File: src/rtl/pet_mem_pkg.sv
/* Shared widths and bus types of the AXI4-Lite to byte SRAM bridge.
   Only aligned 32-bit words and 128 KiB of SRAM behind one port. */
`default_nettype none

package pet_mem_pkg;

    // ------------------------------------------------------------
    // Widths
    localparam int RAM_ADDR_WIDTH = 17;                 // 128 KiB of SRAM
    localparam int DATA_WIDTH     = 8;                  // SRAM byte
    localparam int AXI_ADDR_WIDTH = 32;
    localparam int AXI_DATA_WIDTH = 32;
    localparam int LANES          = 4;                  // Bytes per AXI word

    typedef logic [RAM_ADDR_WIDTH-1:0] ram_addr_t;
    typedef logic [DATA_WIDTH-1:0]     ram_byte_t;
    typedef logic [AXI_ADDR_WIDTH-1:0] axi_addr_t;
    typedef logic [AXI_DATA_WIDTH-1:0] axi_word_t;
    typedef logic [LANES-1:0]          axi_strb_t;
    typedef logic [1:0]                axi_resp_t;

    localparam axi_resp_t RESP_OKAY   = 2'b00;
    localparam axi_resp_t RESP_SLVERR = 2'b10;

    // ------------------------------------------------------------
    // AXI4-Lite channels of the host and the bridge
    typedef struct packed {
        logic      awvalid;
        axi_addr_t awaddr;
        logic      wvalid;
        axi_word_t wdata;
        axi_strb_t wstrb;
        logic      bready;
        logic      arvalid;
        axi_addr_t araddr;
        logic      rready;
    } axil_req_t;

    typedef struct packed {
        logic      awready;
        logic      wready;
        logic      arready;
        logic      bvalid;
        axi_resp_t bresp;
        logic      rvalid;
        axi_word_t rdata;
        axi_resp_t rresp;
    } axil_rsp_t;

    // ------------------------------------------------------------
    // Internal request and result
    typedef struct packed {
        logic      valid;
        logic      is_write;
        ram_addr_t base;                                // Low two bits zero
        axi_word_t wdata;
        axi_strb_t wstrb;
        logic      err;                                 // Address beyond the SRAM
    } mem_cmd_t;

    typedef struct packed {
        logic      valid;
        logic      is_write;
        axi_word_t rdata;
        axi_resp_t resp;
    } mem_rsp_t;

    typedef enum logic [2:0] {
        IDLE,
        WRITE_LANES,
        READ_LANES,
        READ_DRAIN,
        DONE
    } seq_state_t;

endpackage

`default_nettype wire
File: src/rtl/pet_mem_bridge.sv
/* AXI4-Lite slave onto an 8-bit SRAM; one word is four byte cycles.
   No bursts, no unaligned access; AWPROT and ARPROT are not carried. */
`timescale 1ns/1ps
`default_nettype none

module pet_mem_bridge
    import pet_mem_pkg::*;
(
    input  logic      clock_i,
    input  logic      rst_n_i,
    input  axil_req_t axil_req_i,
    output axil_rsp_t axil_rsp_o,
    output ram_addr_t ram_addr_o,
    output ram_byte_t ram_data_o,
    input  ram_byte_t ram_data_i,
    output logic      ram_we_n_o,
    output logic      ram_oe_n_o
);

    logic [2:0] ready_bits;                             // {awready, wready, arready}
    mem_cmd_t   cmd;
    logic       cmd_ready;
    mem_rsp_t   rsp;
    logic       rsp_ready;
    axil_rsp_t  b_r;

    // ------------------------------------------------------------
    // Request side
    axil_req_frontend u_frontend (
        .clock_i      (clock_i),
        .rst_n_i      (rst_n_i),
        .axil_req_i   (axil_req_i),
        .axil_ready_o (ready_bits),
        .cmd_o        (cmd),
        .cmd_ready_i  (cmd_ready)
    );

    // ------------------------------------------------------------
    // SRAM byte cycles
    sram_byte_sequencer u_sequencer (
        .clock_i     (clock_i),
        .rst_n_i     (rst_n_i),
        .cmd_i       (cmd),
        .cmd_ready_o (cmd_ready),
        .rsp_o       (rsp),
        .rsp_ready_i (rsp_ready),
        .ram_addr_o  (ram_addr_o),
        .ram_data_o  (ram_data_o),
        .ram_data_i  (ram_data_i),
        .ram_we_n_o  (ram_we_n_o),
        .ram_oe_n_o  (ram_oe_n_o)
    );

    // ------------------------------------------------------------
    // Response side
    axil_resp_backend u_backend (
        .clock_i     (clock_i),
        .rst_n_i     (rst_n_i),
        .rsp_i       (rsp),
        .rsp_ready_o (rsp_ready),
        .axil_b_r_o  (b_r),
        .axil_req_i  (axil_req_i)
    );

    always_comb begin
        axil_rsp_o         = b_r;
        axil_rsp_o.awready = ready_bits[2];
        axil_rsp_o.wready  = ready_bits[1];
        axil_rsp_o.arready = ready_bits[0];
    end

endmodule

`default_nettype wire

File: src/rtl/axil_resp_backend.sv
/* Separate B and R registers; each takes a new result only when empty.
   The ready fields of the output struct are left at zero for the top to fill. */
`timescale 1ns/1ps
`default_nettype none

module axil_resp_backend
    import pet_mem_pkg::*;
(
    input  logic      clock_i,
    input  logic      rst_n_i,
    input  mem_rsp_t  rsp_i,
    output logic      rsp_ready_o,
    output axil_rsp_t axil_b_r_o,
    input  axil_req_t axil_req_i                        // Only bready and rready
);

    logic      b_valid_q;
    axi_resp_t bresp_q;
    logic      r_valid_q;
    axi_word_t rdata_q;
    axi_resp_t rresp_q;
    logic      load;

    assign rsp_ready_o = rsp_i.is_write ? ~b_valid_q : ~r_valid_q;  // Matching channel empty
    assign load        = rsp_i.valid & rsp_ready_o;

    // ------------------------------------------------------------
    // B channel
    always_ff @(posedge clock_i) begin
        if (!rst_n_i) begin
            b_valid_q <= 1'b0;
        end else if (b_valid_q && axil_req_i.bready) begin
            b_valid_q <= 1'b0;
        end else if (load && rsp_i.is_write) begin
            b_valid_q <= 1'b1;
            bresp_q   <= rsp_i.resp;
        end
    end

    // ------------------------------------------------------------
    // R channel
    always_ff @(posedge clock_i) begin
        if (!rst_n_i) begin
            r_valid_q <= 1'b0;
        end else if (r_valid_q && axil_req_i.rready) begin
            r_valid_q <= 1'b0;
        end else if (load && !rsp_i.is_write) begin
            r_valid_q <= 1'b1;
            rdata_q   <= rsp_i.rdata;
            rresp_q   <= rsp_i.resp;
        end
    end

    always_comb begin
        axil_b_r_o        = '0;
        axil_b_r_o.bvalid = b_valid_q;
        axil_b_r_o.bresp  = bresp_q;
        axil_b_r_o.rvalid = r_valid_q;
        axil_b_r_o.rdata  = rdata_q;
        axil_b_r_o.rresp  = rresp_q;
    end

endmodule

`default_nettype wire

File: src/rtl/sram_byte_sequencer.sv
/* Runs one word as four SRAM byte cycles, lane 0 first (little endian).
   Expects an SRAM with registered read data, valid one cycle after the address. */
`timescale 1ns/1ps
`default_nettype none

module sram_byte_sequencer
    import pet_mem_pkg::*;
(
    input  logic      clock_i,
    input  logic      rst_n_i,
    input  mem_cmd_t  cmd_i,
    output logic      cmd_ready_o,
    output mem_rsp_t  rsp_o,
    input  logic      rsp_ready_i,
    output ram_addr_t ram_addr_o,
    output ram_byte_t ram_data_o,
    input  ram_byte_t ram_data_i,
    output logic      ram_we_n_o,
    output logic      ram_oe_n_o
);

    seq_state_t                   state_q;
    logic [$clog2(LANES)-1:0]     lane_q;               // Byte lane in flight
    logic [$clog2(LANES)-1:0]     prev_lane;            // Lane whose byte is on ram_data_i
    logic                         last_lane;

    logic      is_write_q;
    ram_addr_t base_q;
    axi_word_t wdata_q;
    axi_strb_t wstrb_q;
    axi_word_t rdata_q;                                 // Assembled read word
    axi_resp_t resp_q;

    assign prev_lane = lane_q - 1'b1;
    assign last_lane = (lane_q == ($clog2(LANES))'(LANES - 1));

    // ------------------------------------------------------------
    // SRAM pins
    assign ram_addr_o = base_q | ram_addr_t'(lane_q);
    assign ram_data_o = wdata_q[lane_q*DATA_WIDTH +: DATA_WIDTH];
    assign ram_we_n_o = ~((state_q == WRITE_LANES) & wstrb_q[lane_q]);  // Skip unstrobed lanes
    assign ram_oe_n_o = ~(state_q == READ_LANES);

    // ------------------------------------------------------------
    // Handshakes
    assign cmd_ready_o = (state_q == IDLE);

    always_comb begin
        rsp_o.valid    = (state_q == DONE);
        rsp_o.is_write = is_write_q;
        rsp_o.rdata    = rdata_q;
        rsp_o.resp     = resp_q;
    end

    // ------------------------------------------------------------
    // FSM
    always_ff @(posedge clock_i) begin
        if (!rst_n_i) begin
            state_q <= IDLE;
            lane_q  <= '0;
        end else begin
            case (state_q)
                IDLE: begin
                    lane_q <= '0;
                    if (cmd_i.valid) begin
                        is_write_q <= cmd_i.is_write;
                        base_q     <= cmd_i.base;
                        wdata_q    <= cmd_i.wdata;
                        wstrb_q    <= cmd_i.wstrb;
                        rdata_q    <= '0;               // Error reads return zero
                        resp_q     <= cmd_i.err ? RESP_SLVERR : RESP_OKAY;
                        if (cmd_i.err) begin
                            state_q <= DONE;            // No SRAM cycle
                        end else if (cmd_i.is_write) begin
                            state_q <= WRITE_LANES;
                        end else begin
                            state_q <= READ_LANES;
                        end
                    end
                end
                WRITE_LANES: begin
                    lane_q <= lane_q + 1'b1;
                    if (last_lane) begin
                        state_q <= DONE;
                    end
                end
                READ_LANES: begin
                    // Byte of the previous lane arrives one cycle late
                    if (lane_q != '0) begin
                        rdata_q[prev_lane*DATA_WIDTH +: DATA_WIDTH] <= ram_data_i;
                    end
                    lane_q <= lane_q + 1'b1;
                    if (last_lane) begin
                        state_q <= READ_DRAIN;
                    end
                end
                READ_DRAIN: begin
                    rdata_q[(LANES-1)*DATA_WIDTH +: DATA_WIDTH] <= ram_data_i;  // Last lane
                    state_q <= DONE;
                end
                DONE: begin
                    if (rsp_ready_i) begin
                        state_q <= IDLE;                // Held here by back-pressure
                    end
                end
                default: begin
                    state_q <= IDLE;
                end
            endcase
        end
    end

endmodule

`default_nettype wire

File: src/rtl/axil_req_frontend.sv
/* AW and W are only taken together; AR waits while any write is pending or waiting.
   One request is held at a time; addresses at or above 128 KiB are flagged as errors. */
`timescale 1ns/1ps
`default_nettype none

module axil_req_frontend
    import pet_mem_pkg::*;
(
    input  logic       clock_i,
    input  logic       rst_n_i,
    input  axil_req_t  axil_req_i,
    output logic [2:0] axil_ready_o,                    // {awready, wready, arready}
    output mem_cmd_t   cmd_o,
    input  logic       cmd_ready_i
);

    logic     live_q;                                   // Low until the first edge out of reset
    mem_cmd_t hold_q;                                   // Holding register
    logic     wr_waiting;
    logic     wr_take;
    logic     rd_take;

    // ------------------------------------------------------------
    // Address helpers
    function automatic logic out_of_range(input axi_addr_t addr);
        return |addr[AXI_ADDR_WIDTH-1:RAM_ADDR_WIDTH];
    endfunction

    function automatic ram_addr_t word_base(input axi_addr_t addr);
        return {addr[RAM_ADDR_WIDTH-1:$clog2(LANES)], {$clog2(LANES){1'b0}}};
    endfunction

    // ------------------------------------------------------------
    // Acceptance
    assign wr_waiting = axil_req_i.awvalid | axil_req_i.wvalid;

    assign wr_take = live_q & ~hold_q.valid
                   & axil_req_i.awvalid & axil_req_i.wvalid;   // Both halves in one beat

    assign rd_take = live_q & ~hold_q.valid & ~wr_waiting
                   & axil_req_i.arvalid;                       // Writes go first

    assign axil_ready_o = {wr_take, wr_take, rd_take};

    assign cmd_o = hold_q;

    // ------------------------------------------------------------
    // Holding register
    always_ff @(posedge clock_i) begin
        if (!rst_n_i) begin
            live_q       <= 1'b0;
            hold_q.valid <= 1'b0;
        end else begin
            live_q <= 1'b1;
            if (wr_take) begin
                hold_q.valid    <= 1'b1;
                hold_q.is_write <= 1'b1;
                hold_q.base     <= word_base(axil_req_i.awaddr);
                hold_q.wdata    <= axil_req_i.wdata;
                hold_q.wstrb    <= axil_req_i.wstrb;
                hold_q.err      <= out_of_range(axil_req_i.awaddr);
            end else if (rd_take) begin
                hold_q.valid    <= 1'b1;
                hold_q.is_write <= 1'b0;
                hold_q.base     <= word_base(axil_req_i.araddr);
                hold_q.wdata    <= '0;                  // Unused on reads
                hold_q.wstrb    <= '0;
                hold_q.err      <= out_of_range(axil_req_i.araddr);
            end else if (cmd_ready_i) begin
                hold_q.valid <= 1'b0;                   // Sequencer took it
            end
        end
    end

endmodule

`default_nettype wire

File: config.mk
export PLATFORM = sky130hd
export DESIGN_NAME = pet_mem_bridge
export DESIGN_NICKNAME = d
export VERILOG_FILES = /design/src/rtl/pet_mem_pkg.sv /design/src/rtl/pet_mem_bridge.sv /design/src/rtl/axil_resp_backend.sv /design/src/rtl/sram_byte_sequencer.sv /design/src/rtl/axil_req_frontend.sv
export SDC_FILE = /design/constraint.sdc
export NUM_CORES = 1
export LEC_CHECK = 0
export ABC_AREA = 1
export BUFFER_PORTS_ARGS = -buffer_cell sky130_fd_sc_hd__buf_2
export CAP_MARGIN = 20
export CORE_MARGIN = 5
export CORE_UTILIZATION = 23
export DETAILED_ROUTE_END_ITERATION = 10
export GPL_ROUTABILITY_DRIVEN = 0
export PLACE_DENSITY = 0.44
export SETUP_SLACK_MARGIN = 0.02
export SYNTH_ARGS = -nofsm -noshare
export SYNTH_HDL_FRONTEND = slang
export SYNTH_HIERARCHICAL = 1
export SYNTH_SLANG_ARGS = --single-unit
File: constraint.sdc
create_clock -name clock_i -period 7.75 [get_ports clock_i]
set_clock_uncertainty 0.05 [all_clocks]
set_input_delay 0.3875 -clock clock_i [delete_from_list [all_inputs] [get_ports clock_i]]
set_output_delay 0.3875 -clock clock_i [all_outputs]
set_load 0.1 [all_outputs]
# Word level (Yosys, flattened, before mapping)
# Index checks and enable logic that the tools add are counted.
[totals] ff_bits=184 output_inout_bits=68
[classes] mux=22 addsub=3 n_lt_le_gt_ge=1 shift=3 n_reduce_logical=24 bitwise=18 n_eq_ne=10
[op_table] operator="$mux 32" n=2
[op_table] operator="$mux 56" n=1
[op_table] operator="$mux 55" n=1
[op_table] operator="$pmux 24 s2" n=1
[op_table] operator="$neg 5->34" n=1
[op_table] operator="$shift 8x34->32 const A" n=1
[op_table] operator="$shiftx 8x34->32" n=1
[op_table] operator="$bwmux 32" n=1
[op_table] operator="$shiftx 32x6->8" n=1
[op_table] operator="$reduce_or 15->1" n=2
[op_table] operator="$pmux 8 s3" n=1
[op_table] operator="$or 17x2->17" n=1
[op_table] operator="$mux 3" n=5
[op_table] operator="$pmux 3 s5" n=1
[op_table] operator="$reduce_and 4->1" n=3
[op_table] operator="$not 1->1" n=9
[op_table] operator="$reduce_and 3->1" n=3
[op_table] operator="$reduce_bool 2->1" n=4
[op_table] operator="$and 1x1->1" n=7
[op_table] operator="$eq 3x2->1 const B" n=2
[op_table] operator="$ne 2x1->1 const B" n=3
[op_table] operator="$reduce_bool 3->1" n=2
[op_table] operator="$reduce_or 2->1" n=3
[op_table] operator="$mux 1" n=5
[op_table] operator="other kinds (15)" n=20

# Depth between registers and ports, before layout
# Gate-level depths: netlist of run 1.
[depth] word_depth=6 ltp_mapped=10

# Modules after synthesis
# Netlist of run 1, hierarchy kept.
[by_module_without_submodules] module="sram_byte_sequencer" instances=1 area_per_inst_um2=4052.6 seq_area_each_um2=2712.6 cells_per_inst=339
[by_module_without_submodules] module="axil_req_frontend" instances=1 area_per_inst_um2=2332.2 seq_area_each_um2=1631.6 cells_per_inst=229
[by_module_without_submodules] module="axil_resp_backend" instances=1 area_per_inst_um2=1233.7 seq_area_each_um2=1121.1 cells_per_inst=60

# Worst setup path after synthesis of run 1
# Ideal clock, no wire load.
[synth_path] path_type="register to register" startpoint="register u_sequencer.state_q[0]" endpoint="register, netlist name u_sequencer/base_q[0]" slack_ns=1.184 path_buffers=1 stages_incl_launch_ff=5 t_arrival_ns=5.912 synth_period_minus_slack_ns=6.566 cell_sequence="dfxtp_1 > buf_6 > nor2_8 > inv_1 > nor4_1"
[synth_rtl] element="start, declared" line_no="sram_byte_sequencer.sv:22" text="seq_state_t state_q;"
[synth_rtl] element="start signal, assigned" line_no="sram_byte_sequencer.sv:59" text="state_q <= IDLE;"
[synth_rtl] element="start signal, assigned" line_no="sram_byte_sequencer.sv:73" text="state_q <= DONE;"
[synth_rtl] element="start signal, assigned" line_no="sram_byte_sequencer.sv:75" text="state_q <= WRITE_LANES;"

==> flow_metrics.env, run 1 <==
export IMPL_floorplan_die_width_um=192
export IMPL_rsz0062_at_grt="false"
export IMPL_insertion_delay_ns=0.43
export IMPL_layout_worst_path_cycle_share_pct=35.1
export IMPL_grt_start_max_net_pins=56
export IMPL_tritoncts_num_buffers=17
export IMPL_hold_buffers=0
export IMPL_clkPwrFrac_pct=31.5
export IMPL_cts_sinks=185
export IMPL_antenna_violations_before_repair=0
export IMPL_n_antenna_cell=0
export IMPL_boundaryPins=183
export IMPL_final_layout_size_suffix_gt1_share_pct=30.5
export IMPL_ctsLongestPathBuffers=2
export IMPL_final_max_slew_viol_count=0
export IMPL_drtAntennaViolNets=0
export IMPL_period_needed_ns=2.72
export IMPL_number_of_global_route_vias_before_repair=4988
export IMPL_first_pass_iters=4
export IMPL_endpoint_kind="primary output"
export IMPL_postCtsResizedCells=0
export IMPL_buffer_ports_inserted=178
export IMPL_clk_pin_slew_worst_paths_ns=0.07
export IMPL_netSwitchingPower_mw=1.05
export IMPL_finalWirelength_um=17100
export IMPL_hp_class="input port to flip-flop"
export IMPL_report_final_setup_viol=0
export IMPL_timing_slew_headroom_pct=47.9
export IMPL_hold_viol_final=0
export IMPL_route_vias_total=4855
export IMPL_dp_hpwl_um=11600
export IMPL_design_die_area_um2=36700
export IMPL_p_leak_nw=3.83
export IMPL_number_of_remaining_drc_errors=0
export IMPL_avg_vias_per_cell=3.90
export IMPL_netlist_instances=624
export IMPL_drt_initial_drc_count=193
export IMPL_share_comb_of_total_power_pct=24.4
export IMPL_design_final_nets=912
export IMPL_fin_setup_tns_ns=0
export IMPL_post_cts_setup_buffer_count=0
export IMPL_core_area_um2=32500
export IMPL_groute_usage_overall_pct=9.48
export IMPL_mostFrequentLayoutCell="sky130_fd_sc_hd__buf_2"
export IMPL_avgSynthCellArea_um2=12.2
export IMPL_post_place_cells=1214
export IMPL_synthToLayoutAreaGrowth_pct=24.6
export IMPL_ys_warn_count=6
export IMPL_cts_root_buffer="sky130_fd_sc_hd__clkbuf_16"
export IMPL_vertical_die_dimension_um=192
export IMPL_power_density_cell_area_nw_per_um2=300
export IMPL_wire_per_inst_um=13.7
export IMPL_critPathArrivalTime_ns=2.28
export IMPL_setup_worst_path_start_class="flip-flop"
export IMPL_floorplan_initialDensity_pct=23.3
export IMPL_grt_remaining_overflow=0
export IMPL_crit_required_ns=7.31
export IMPL_category_of_the_critical_setup_timing_path="flip-flop to primary output"
export IMPL_maxCapViolations=0
export IMPL_p_seq_share_pct=44.1
export IMPL_sw_frac_of_total_pct=36.9
export IMPL_outcome="finished clean"
export IMPL_path_max_fanout=54
export IMPL_post_synth_instance_area_um2=7590
export IMPL_grt_pass1_wl_um=26900
export IMPL_maxClockFrequency_mhz=368
export IMPL_post_layout_nonfiller_instances=1246
export IMPL_rows=66
export IMPL_mostFrequentLayoutCells="sky130_fd_sc_hd__buf_2, sky130_fd_sc_hd__edfxtp_1, sky130_fd_sc_hd__nand2_1"
export IMPL_power_internal_mw=1.79
export IMPL_worstMarginPinSlew_ns=0.782
export IMPL_clock_tree_from_tritoncts="yes"
export IMPL_htree_levels=4
export IMPL_vdd_ir_drop_max_mv=0.157
-- cell type report --
type / count / area, um2
clock buffers: 17 / 425
clock inverters: 15 / 193
fillers: 3486 / 23100
inverters: 70 / 264
multi-input cells: 330 / 1600
flip-flops and latches: 185 / 5470
well taps: 442 / 553
repair buffers: 187 / 958
-- final timing paths --
check                           cells past startpoint                                 to  slack, ns                              start
worst max-delay path                                5                     axil_rsp_o[39]       5.03  u_frontend/cmd_o[55]$_SDFFE_PN0P_
worst min-delay path                                1          u_frontend/live_q$_DFF_P_       0.15                            rst_n_i
worst max register to register                      7  u_frontend/cmd_o[2]$_SDFFCE_PN0P_       5.60  u_frontend/cmd_o[55]$_SDFFE_PN0P_
worst min register to register                      0   u_sequencer/wstrb_q[2]$_DFFE_PP_       0.37  u_frontend/cmd_o[3]$_SDFFCE_PN0P_
-- sequential cells by signal, indices dropped and copies added (netlist names) --
signal	count
u_frontend/cmd_o	54
u_backend/rdata_q	32
u_sequencer/rdata_q	32
u_sequencer/wdata_q	32
u_sequencer/base_q	17
u_sequencer/wstrb_q	4
u_sequencer/state_q	3
u_backend/bresp_q	2
u_backend/rresp_q	2
u_sequencer/lane_q	2
u_backend/b_valid_q	1
u_backend/r_valid_q	1
u_frontend/live_q	1
u_sequencer/is_write_q	1
u_sequencer/resp_q	1
-- stage by stage --
step | hold slack (ns) | setup slack [ns] | power [mW] | instance area (um2) | util [%]
6_report | 0.147 | 5.03 | 2.84 | 9460 | 29.1
5_1_grt | 0.133 | 4.79 | 2.99 | 9460 | 29.1
3_3_place_gp | 0.351 | 5.27 | 1.98 | 8840 | 27.2
2_1_floorplan | 0.350 | 1.18 | 1.82 | 7600 | -
3_5_place_dp | 0.355 | 5.28 | 1.99 | 8840 | 27.2
4_1_cts | 0.119 | 4.90 | 2.90 | 9460 | 29.1
-- critical path, stage by stage, from the launching register on --
cell	delay (ns)
sky130_fd_sc_hd__dfxtp_1	0.36
sky130_fd_sc_hd__nor2_2	0.07
sky130_fd_sc_hd__nand3_2	0.05
sky130_fd_sc_hd__buf_4	0.49
sky130_fd_sc_hd__clkinv_2	0.44
sky130_fd_sc_hd__buf_2	0.42
-- power groups by stage --
stage / combinational [mW] / clock, mW / sequential (mW)
6_report: 0.693 / 0.895 / 1.25
5_1_grt: 0.752 / 0.970 / 1.27
4_1_cts: 0.709 / 0.933 / 1.26
3_5_place_dp: 0.707 / 0 / 1.28
3_3_place_gp: 0.700 / 0 / 1.28
2_1_floorplan: 0.491 / 0 / 1.33
-- per-layer routing --
| layer | vias to the layer above | part of all wire, % | GRT usage [%] |
|---|---|---|---|
| met1 | 2299 | 44 | 11.6 |
| met2 | 123 | 49 | 16.2 |
| li1 | 2416 | - | - |
| met5 | - | 0 | 0 |
| met3 | 17 | 5.3 | 2.44 |
| met4 | 0 | 1.7 | 3.34 |
(Power assumes the default switching activity.)
==> run 2: changes to the inputs <==
--- a/config.mk
+++ b/config.mk
@@ -12,7 +12,7 @@
 export CORE_UTILIZATION = 23
 export DETAILED_ROUTE_END_ITERATION = 10
 export GPL_ROUTABILITY_DRIVEN = 0
-export PLACE_DENSITY = 0.44
+export PLACE_DENSITY = 0.45
 export SETUP_SLACK_MARGIN = 0.02
 export SYNTH_ARGS = -nofsm -noshare
 export SYNTH_HDL_FRONTEND = slang
==> constraint.sdc (replaced) <==
create_clock -name clock_i -period 2.5 [get_ports clock_i]
set_clock_uncertainty 0.05 [all_clocks]
set_input_delay 0.125 -clock clock_i [delete_from_list [all_inputs] [get_ports clock_i]]
set_output_delay 0.125 -clock clock_i [all_outputs]
set_load 0.1 [all_outputs]
==> flow_metrics.env, run 2 (same netlist as run 1, synthesis figures left out) <==
export IMPL_worstMarginPinSlew_ns=0.612
export IMPL_postCtsResizedCells=0
export IMPL_dp_hpwl_um=11800
export IMPL_grt_remaining_overflow=0
export IMPL_synthToLayoutAreaGrowth_pct=36.5
export IMPL_period_needed_ns=2.09
export IMPL_vdd_ir_drop_max_mv=0.544
export IMPL_groute_usage_overall_pct=9.64
export IMPL_outcome="finished clean"
export IMPL_first_pass_iters=4
export IMPL_core_area_um2=32500
export IMPL_mostFrequentLayoutCell="sky130_fd_sc_hd__edfxtp_1"
export IMPL_category_of_the_critical_setup_timing_path="flip-flop to primary output"
export IMPL_hp_class="input port to flip-flop"
export IMPL_critPathArrivalTime_ns=1.92
export IMPL_clock_tree_from_tritoncts="yes"
export IMPL_cts_sinks=185
export IMPL_crit_required_ns=2.33
export IMPL_final_util_pct=31.9
export IMPL_multi_input_comb_area_um2=1660
export IMPL_floorplan_die_width_um=192
export IMPL_grt_pass1_wl_um=27500
export IMPL_n_antenna_cell=0
export IMPL_design_die_area_um2=36700
export IMPL_avg_vias_per_cell=3.86
export IMPL_layout_worst_path_cycle_share_pct=83.6
export IMPL_drtAntennaViolNets=0
export IMPL_layout_setup_ws_ns=0.409
export IMPL_setup_worst_path_start_class="flip-flop"
export IMPL_post_cts_setup_buffer_count=0
export IMPL_design_final_nets=992
export IMPL_route_vias_total=5122
export IMPL_drt_initial_drc_count=177
export IMPL_antenna_violations_before_repair=0
export IMPL_grt_start_max_net_pins=56
export IMPL_rsz0062_at_grt="false"
export IMPL_clk_pin_slew_worst_paths_ns=0.07
export IMPL_cts_root_buffer="sky130_fd_sc_hd__clkbuf_16"
export IMPL_path_max_fanout=14
export IMPL_wire_per_inst_um=13.2
export IMPL_buffer_ports_inserted=178
export IMPL_final_layout_size_suffix_gt1_share_pct=29.1
export IMPL_largest_reg_flops=54
export IMPL_maxClockFrequency_mhz=478
export IMPL_hold_viol_final=0
export IMPL_finalWirelength_um=17500
export IMPL_mostFrequentLayoutCells="sky130_fd_sc_hd__edfxtp_1, sky130_fd_sc_hd__buf_2, sky130_fd_sc_hd__nand2_1"
export IMPL_ff_latch_area_um2=5470
export IMPL_vertical_die_dimension_um=192
export IMPL_number_of_remaining_drc_errors=0
export IMPL_htree_levels=4
export IMPL_ctsLongestPathBuffers=2
export IMPL_tritoncts_num_buffers=17
export IMPL_rows=66
export IMPL_preCtsSetupSlack_ns=0.546
export IMPL_boundaryPins=183
export IMPL_report_final_setup_viol=0
export IMPL_p_leak_nw=4.19
export IMPL_insertion_delay_ns=0.44
export IMPL_final_max_slew_viol_count=0
export IMPL_fill_cells=3402
export IMPL_maxCapViolations=0
export IMPL_timing_slew_headroom_pct=59.2
export IMPL_floorplan_initialDensity_pct=23.3
export IMPL_number_of_global_route_vias_before_repair=5234
export IMPL_hold_buffers=77
export IMPL_endpoint_kind="primary output"
export IMPL_power_density_cell_area_nw_per_um2=861
[run 2: cell types whose count changed in the layout (fill, tap and decap cells not counted), moves of 2 or more]
cell and delta:
sky130_fd_sc_hd__o22ai_2 +8, sky130_fd_sc_hd__buf_12 +6, sky130_fd_sc_hd__clkinv_8 -3, sky130_fd_sc_hd__clkinv_4 +2
sky130_fd_sc_hd__buf_2 -3, sky130_fd_sc_hd__o22ai_1 -8, sky130_fd_sc_hd__dlygate4sd3_1 +77
[run 2: cell type report]
class,count,share of cell area [%]
Inverter,70,2.57
Tap cell,442,5.33
Clock buffer,17,4.10
Multi-Input combinational cell,330,16.0
Sequential cell,185,52.7
Timing Repair Buffer,267,17.7
Clock inverter,15,1.54
[run 2: layer usage]
metal	track usage, %	share of wire, %
met5	0	0
met4	2.87	0.93
met3	2.40	4.7
met2	16.7	51
met1	11.8	44
[run 2: worst paths after layout]
kind,start,to,slack [ns],depth (start not counted)
max,u_sequencer/lane_q[0]$_SDFFE_PN0P_,ram_data_o[1],0.41,5
min,axil_req_i[18],u_frontend/cmd_o[0]$_DFFE_PP_,0.09,7
max reg2reg,u_frontend/cmd_o[55]$_SDFFE_PN0P_,u_frontend/cmd_o[45]$_DFFE_PP_,0.42,6
min reg2reg,u_frontend/cmd_o[1]$_SDFFCE_PN0P_,u_sequencer/wstrb_q[0]$_DFFE_PP_,0.37,0
[run 2: where the power goes]
group	leakage (nW)	switching (mW)	total, mW	internal (mW)
Sequential	1.69	0.156	3.89	3.74
Combinational	2.22	1.75	2.35	0.602
Clock	0.282	1.34	2.68	1.34
[run 2: worst max-delay path: stages, from the launching register on]
cell,delay (ns)
sky130_fd_sc_hd__dfxtp_1,0.33
sky130_fd_sc_hd__inv_2,0.17
sky130_fd_sc_hd__buf_4,0.24
sky130_fd_sc_hd__nor2_1,0.07
sky130_fd_sc_hd__o22ai_2,0.22
sky130_fd_sc_hd__buf_2,0.47
[run 2: through the flow]
stage	std cells	hold slack (ns)	power, mW	TNS [ns]	instance area [um2]
after floorplan	625	0.103	5.71	-29.59	7670
after global placement	1217	0.335	6.24	0	9010
after detailed placement	1217	0.335	6.25	0	9010
after CTS	1326	0.0704	9.08	0	10400
after global routing	1326	0.115	9.39	0	10400
final	1326	0.0864	8.93	0	10400
==> run 3: changes to the inputs <==
--- a/config.mk
+++ b/config.mk
@@ -5,7 +5,7 @@
 export SDC_FILE = /design/constraint.sdc
 export NUM_CORES = 1
 export LEC_CHECK = 0
-export ABC_AREA = 1
+export ABC_AREA = 0
 export BUFFER_PORTS_ARGS = -buffer_cell sky130_fd_sc_hd__buf_2
 export CAP_MARGIN = 20
 export CORE_MARGIN = 5
==> constraint.sdc (replaced) <==
create_clock -name clock_i -period 1.7 [get_ports clock_i]
set_clock_uncertainty 0.05 [all_clocks]
set_input_delay 0.085 -clock clock_i [delete_from_list [all_inputs] [get_ports clock_i]]
set_output_delay 0.085 -clock clock_i [all_outputs]
set_load 0.1 [all_outputs]
==> flow_metrics.env, run 3 <==
export IMPL_setup_worst_path_start_class="flip-flop"
export IMPL_avg_vias_per_cell=3.87
export IMPL_floorplan_initialDensity_pct=23.1
export IMPL_power_total_mw=9.71
export IMPL_endpoint_kind="primary output"
export IMPL_hold_viol_final=0
export IMPL_crit_required_ns=1.56
export IMPL_avgSynthCellArea_um2=16.4
export IMPL_maxCapViolations=0
export IMPL_power_density_cell_area_nw_per_um2=894
export IMPL_n_antenna_cell=0
export IMPL_hp_class="input port to flip-flop"
export IMPL_vertical_die_dimension_um=190
export IMPL_number_of_global_route_vias_before_repair=4897
export IMPL_report_final_setup_viol=22
export IMPL_layout_setup_ws_ns=-0.172
export IMPL_path_max_fanout=8
export IMPL_boundaryPins=183
export IMPL_post_layout_nonfiller_instances=1197
export IMPL_floorplan_die_width_um=190
export IMPL_final_util_pct=33.6
export IMPL_period_needed_ns=1.87
export IMPL_design_die_area_um2=36200
export IMPL_share_comb_of_total_power_pct=8.5
export IMPL_final_max_slew_viol_count=0
export IMPL_maxClockFrequency_mhz=534
export IMPL_drt_initial_drc_count=314
export IMPL_mostFrequentLayoutCells="sky130_fd_sc_hd__edfxtp_1, sky130_fd_sc_hd__buf_2, sky130_fd_sc_hd__dlygate4sd3_1"
export IMPL_htree_levels=4
export IMPL_outcome="complete, but fails checks"
export IMPL_drtAntennaViolNets=0
export IMPL_cts_root_buffer="sky130_fd_sc_hd__clkbuf_16"
export IMPL_dp_hpwl_um=11500
export IMPL_final_layout_size_suffix_gt1_share_pct=41.9
export IMPL_grt_start_max_net_pins=46
export IMPL_netlist_instances=456
export IMPL_vdd_ir_drop_max_mv=0.646
export IMPL_timing_slew_headroom_pct=66.1
export IMPL_insertion_delay_ns=0.42
export IMPL_fin_setup_tns_ns=-2.18
export IMPL_category_of_the_critical_setup_timing_path="flip-flop to primary output"
export IMPL_post_synth_instance_area_um2=7470
export IMPL_antenna_violations_before_repair=0
export IMPL_clock_tree_from_tritoncts="yes"
export IMPL_p_seq_share_pct=52.3
export IMPL_failed_checks="negative setup slack"
export IMPL_finalWirelength_um=17800
export IMPL_preCtsSetupSlack_ns=-0.0457
export IMPL_sw_frac_of_total_pct=22.6
export IMPL_clkPwrFrac_pct=39.2
export IMPL_rsz0062_at_grt="true"
export IMPL_buffer_ports_inserted=178
export IMPL_grt_remaining_overflow=0
export IMPL_number_of_remaining_drc_errors=0
export IMPL_ctsLongestPathBuffers=2
export IMPL_post_place_cells=1074
export IMPL_worst_hold_slack_ns=0.0348
export IMPL_ys_warn_count=6
export IMPL_layout_worst_path_cycle_share_pct=110
export IMPL_synthToLayoutAreaGrowth_pct=45.5
export IMPL_largest_reg_flops=54
export IMPL_tritoncts_num_buffers=17
export IMPL_groute_usage_overall_pct=9.90
export IMPL_wire_per_inst_um=14.9
export IMPL_rows=66
export IMPL_grt_pass1_wl_um=27500
export IMPL_finalInstanceArea_um2=10900
export IMPL_worstMarginPinSlew_ns=0.512
export IMPL_netSwitchingPower_mw=2.20
export IMPL_placed_area_um2=9210
export IMPL_core_area_um2=32300
export IMPL_ff2ff_setup_slack_ns=-0.16
export IMPL_fill_cells=3170
export IMPL_critPathArrivalTime_ns=1.74
export IMPL_cts_sinks=185
export IMPL_p_leak_nw=3.98
export IMPL_route_vias_total=4633
export IMPL_mostFrequentLayoutCell="sky130_fd_sc_hd__edfxtp_1"
export IMPL_design_final_nets=863
export IMPL_power_internal_mw=7.52
export IMPL_first_pass_iters=6
export IMPL_clk_pin_slew_worst_paths_ns=0.06
[run 3: path summary, 6_finish.rpt]
check                                     start                           endpoint  depth (start not counted)
max reg2reg  u_sequencer/lane_q[0]$_SDFFE_PN0P_  u_sequencer/rdata_q[26]$_DFFE_PP_                          6
min                               ram_data_i[0]  u_sequencer/rdata_q[24]$_DFFE_PP_                          2
min reg2reg  u_frontend/cmd_o[27]$_SDFFCE_PN0P_  u_sequencer/wdata_q[22]$_DFFE_PP_                          0
max          u_sequencer/lane_q[0]$_SDFFE_PN0P_                         ram_we_n_o                          4
[run 3: power groups by stage]
| stage | combinational, mW | sequential, mW | clock (mW) |
|---|---|---|---|
| floorplan | 0.369 | 5.18 | 0 |
| global placement | 0.622 | 5.19 | 0 |
| detailed placement | 0.624 | 5.19 | 0 |
| CTS | 0.827 | 5.08 | 3.97 |
| global route | 0.883 | 5.09 | 4.13 |
| finish | 0.824 | 5.08 | 3.81 |
[run 3: repair_timing]
item                       in CTS  in global routing
resized for setup              37                 13
hold buffers                   80                  0
buffers inserted                9                  0
pin swaps                       4                  3
setup endpoints to repair      22                 42
gates cloned                    3                  0
hold endpoints to repair       70                  0
[run 3: area by class of cell]
class | count | area (um2) | share of cell area [%]
Clock buffer | 19 | 433 | 3.98
Clock inverter | 13 | 118 | 1.08
Inverter | 6 | 25.0 | 0.230
Multi-Input combinational cell | 223 | 1800 | 16.5
Sequential cell | 185 | 5480 | 50.4
Tap cell | 442 | 553 | 5.09
Timing Repair Buffer | 309 | 2460 | 22.6
[run 3: critical path, stage by stage (launching register included)]
cell	delay, ns
sky130_fd_sc_hd__dfxtp_4	0.37
sky130_fd_sc_hd__buf_12	0.14
sky130_fd_sc_hd__mux4_2	0.53
sky130_fd_sc_hd__nand2_4	0.10
sky130_fd_sc_hd__buf_12	0.17
[run 3: metal layers]
| metal | up-vias | routed length, um | GRT usage, % |
|---|---|---|---|
| met5 | - | 0 | 0 |
| met1 | 2213 | 7910 | 12.3 |
| met2 | 154 | 8190 | 15.9 |
| met3 | 13 | 1450 | 3.76 |
| li1 | 2253 | - | - |
| met4 | 0 | 238 | 3.23 |
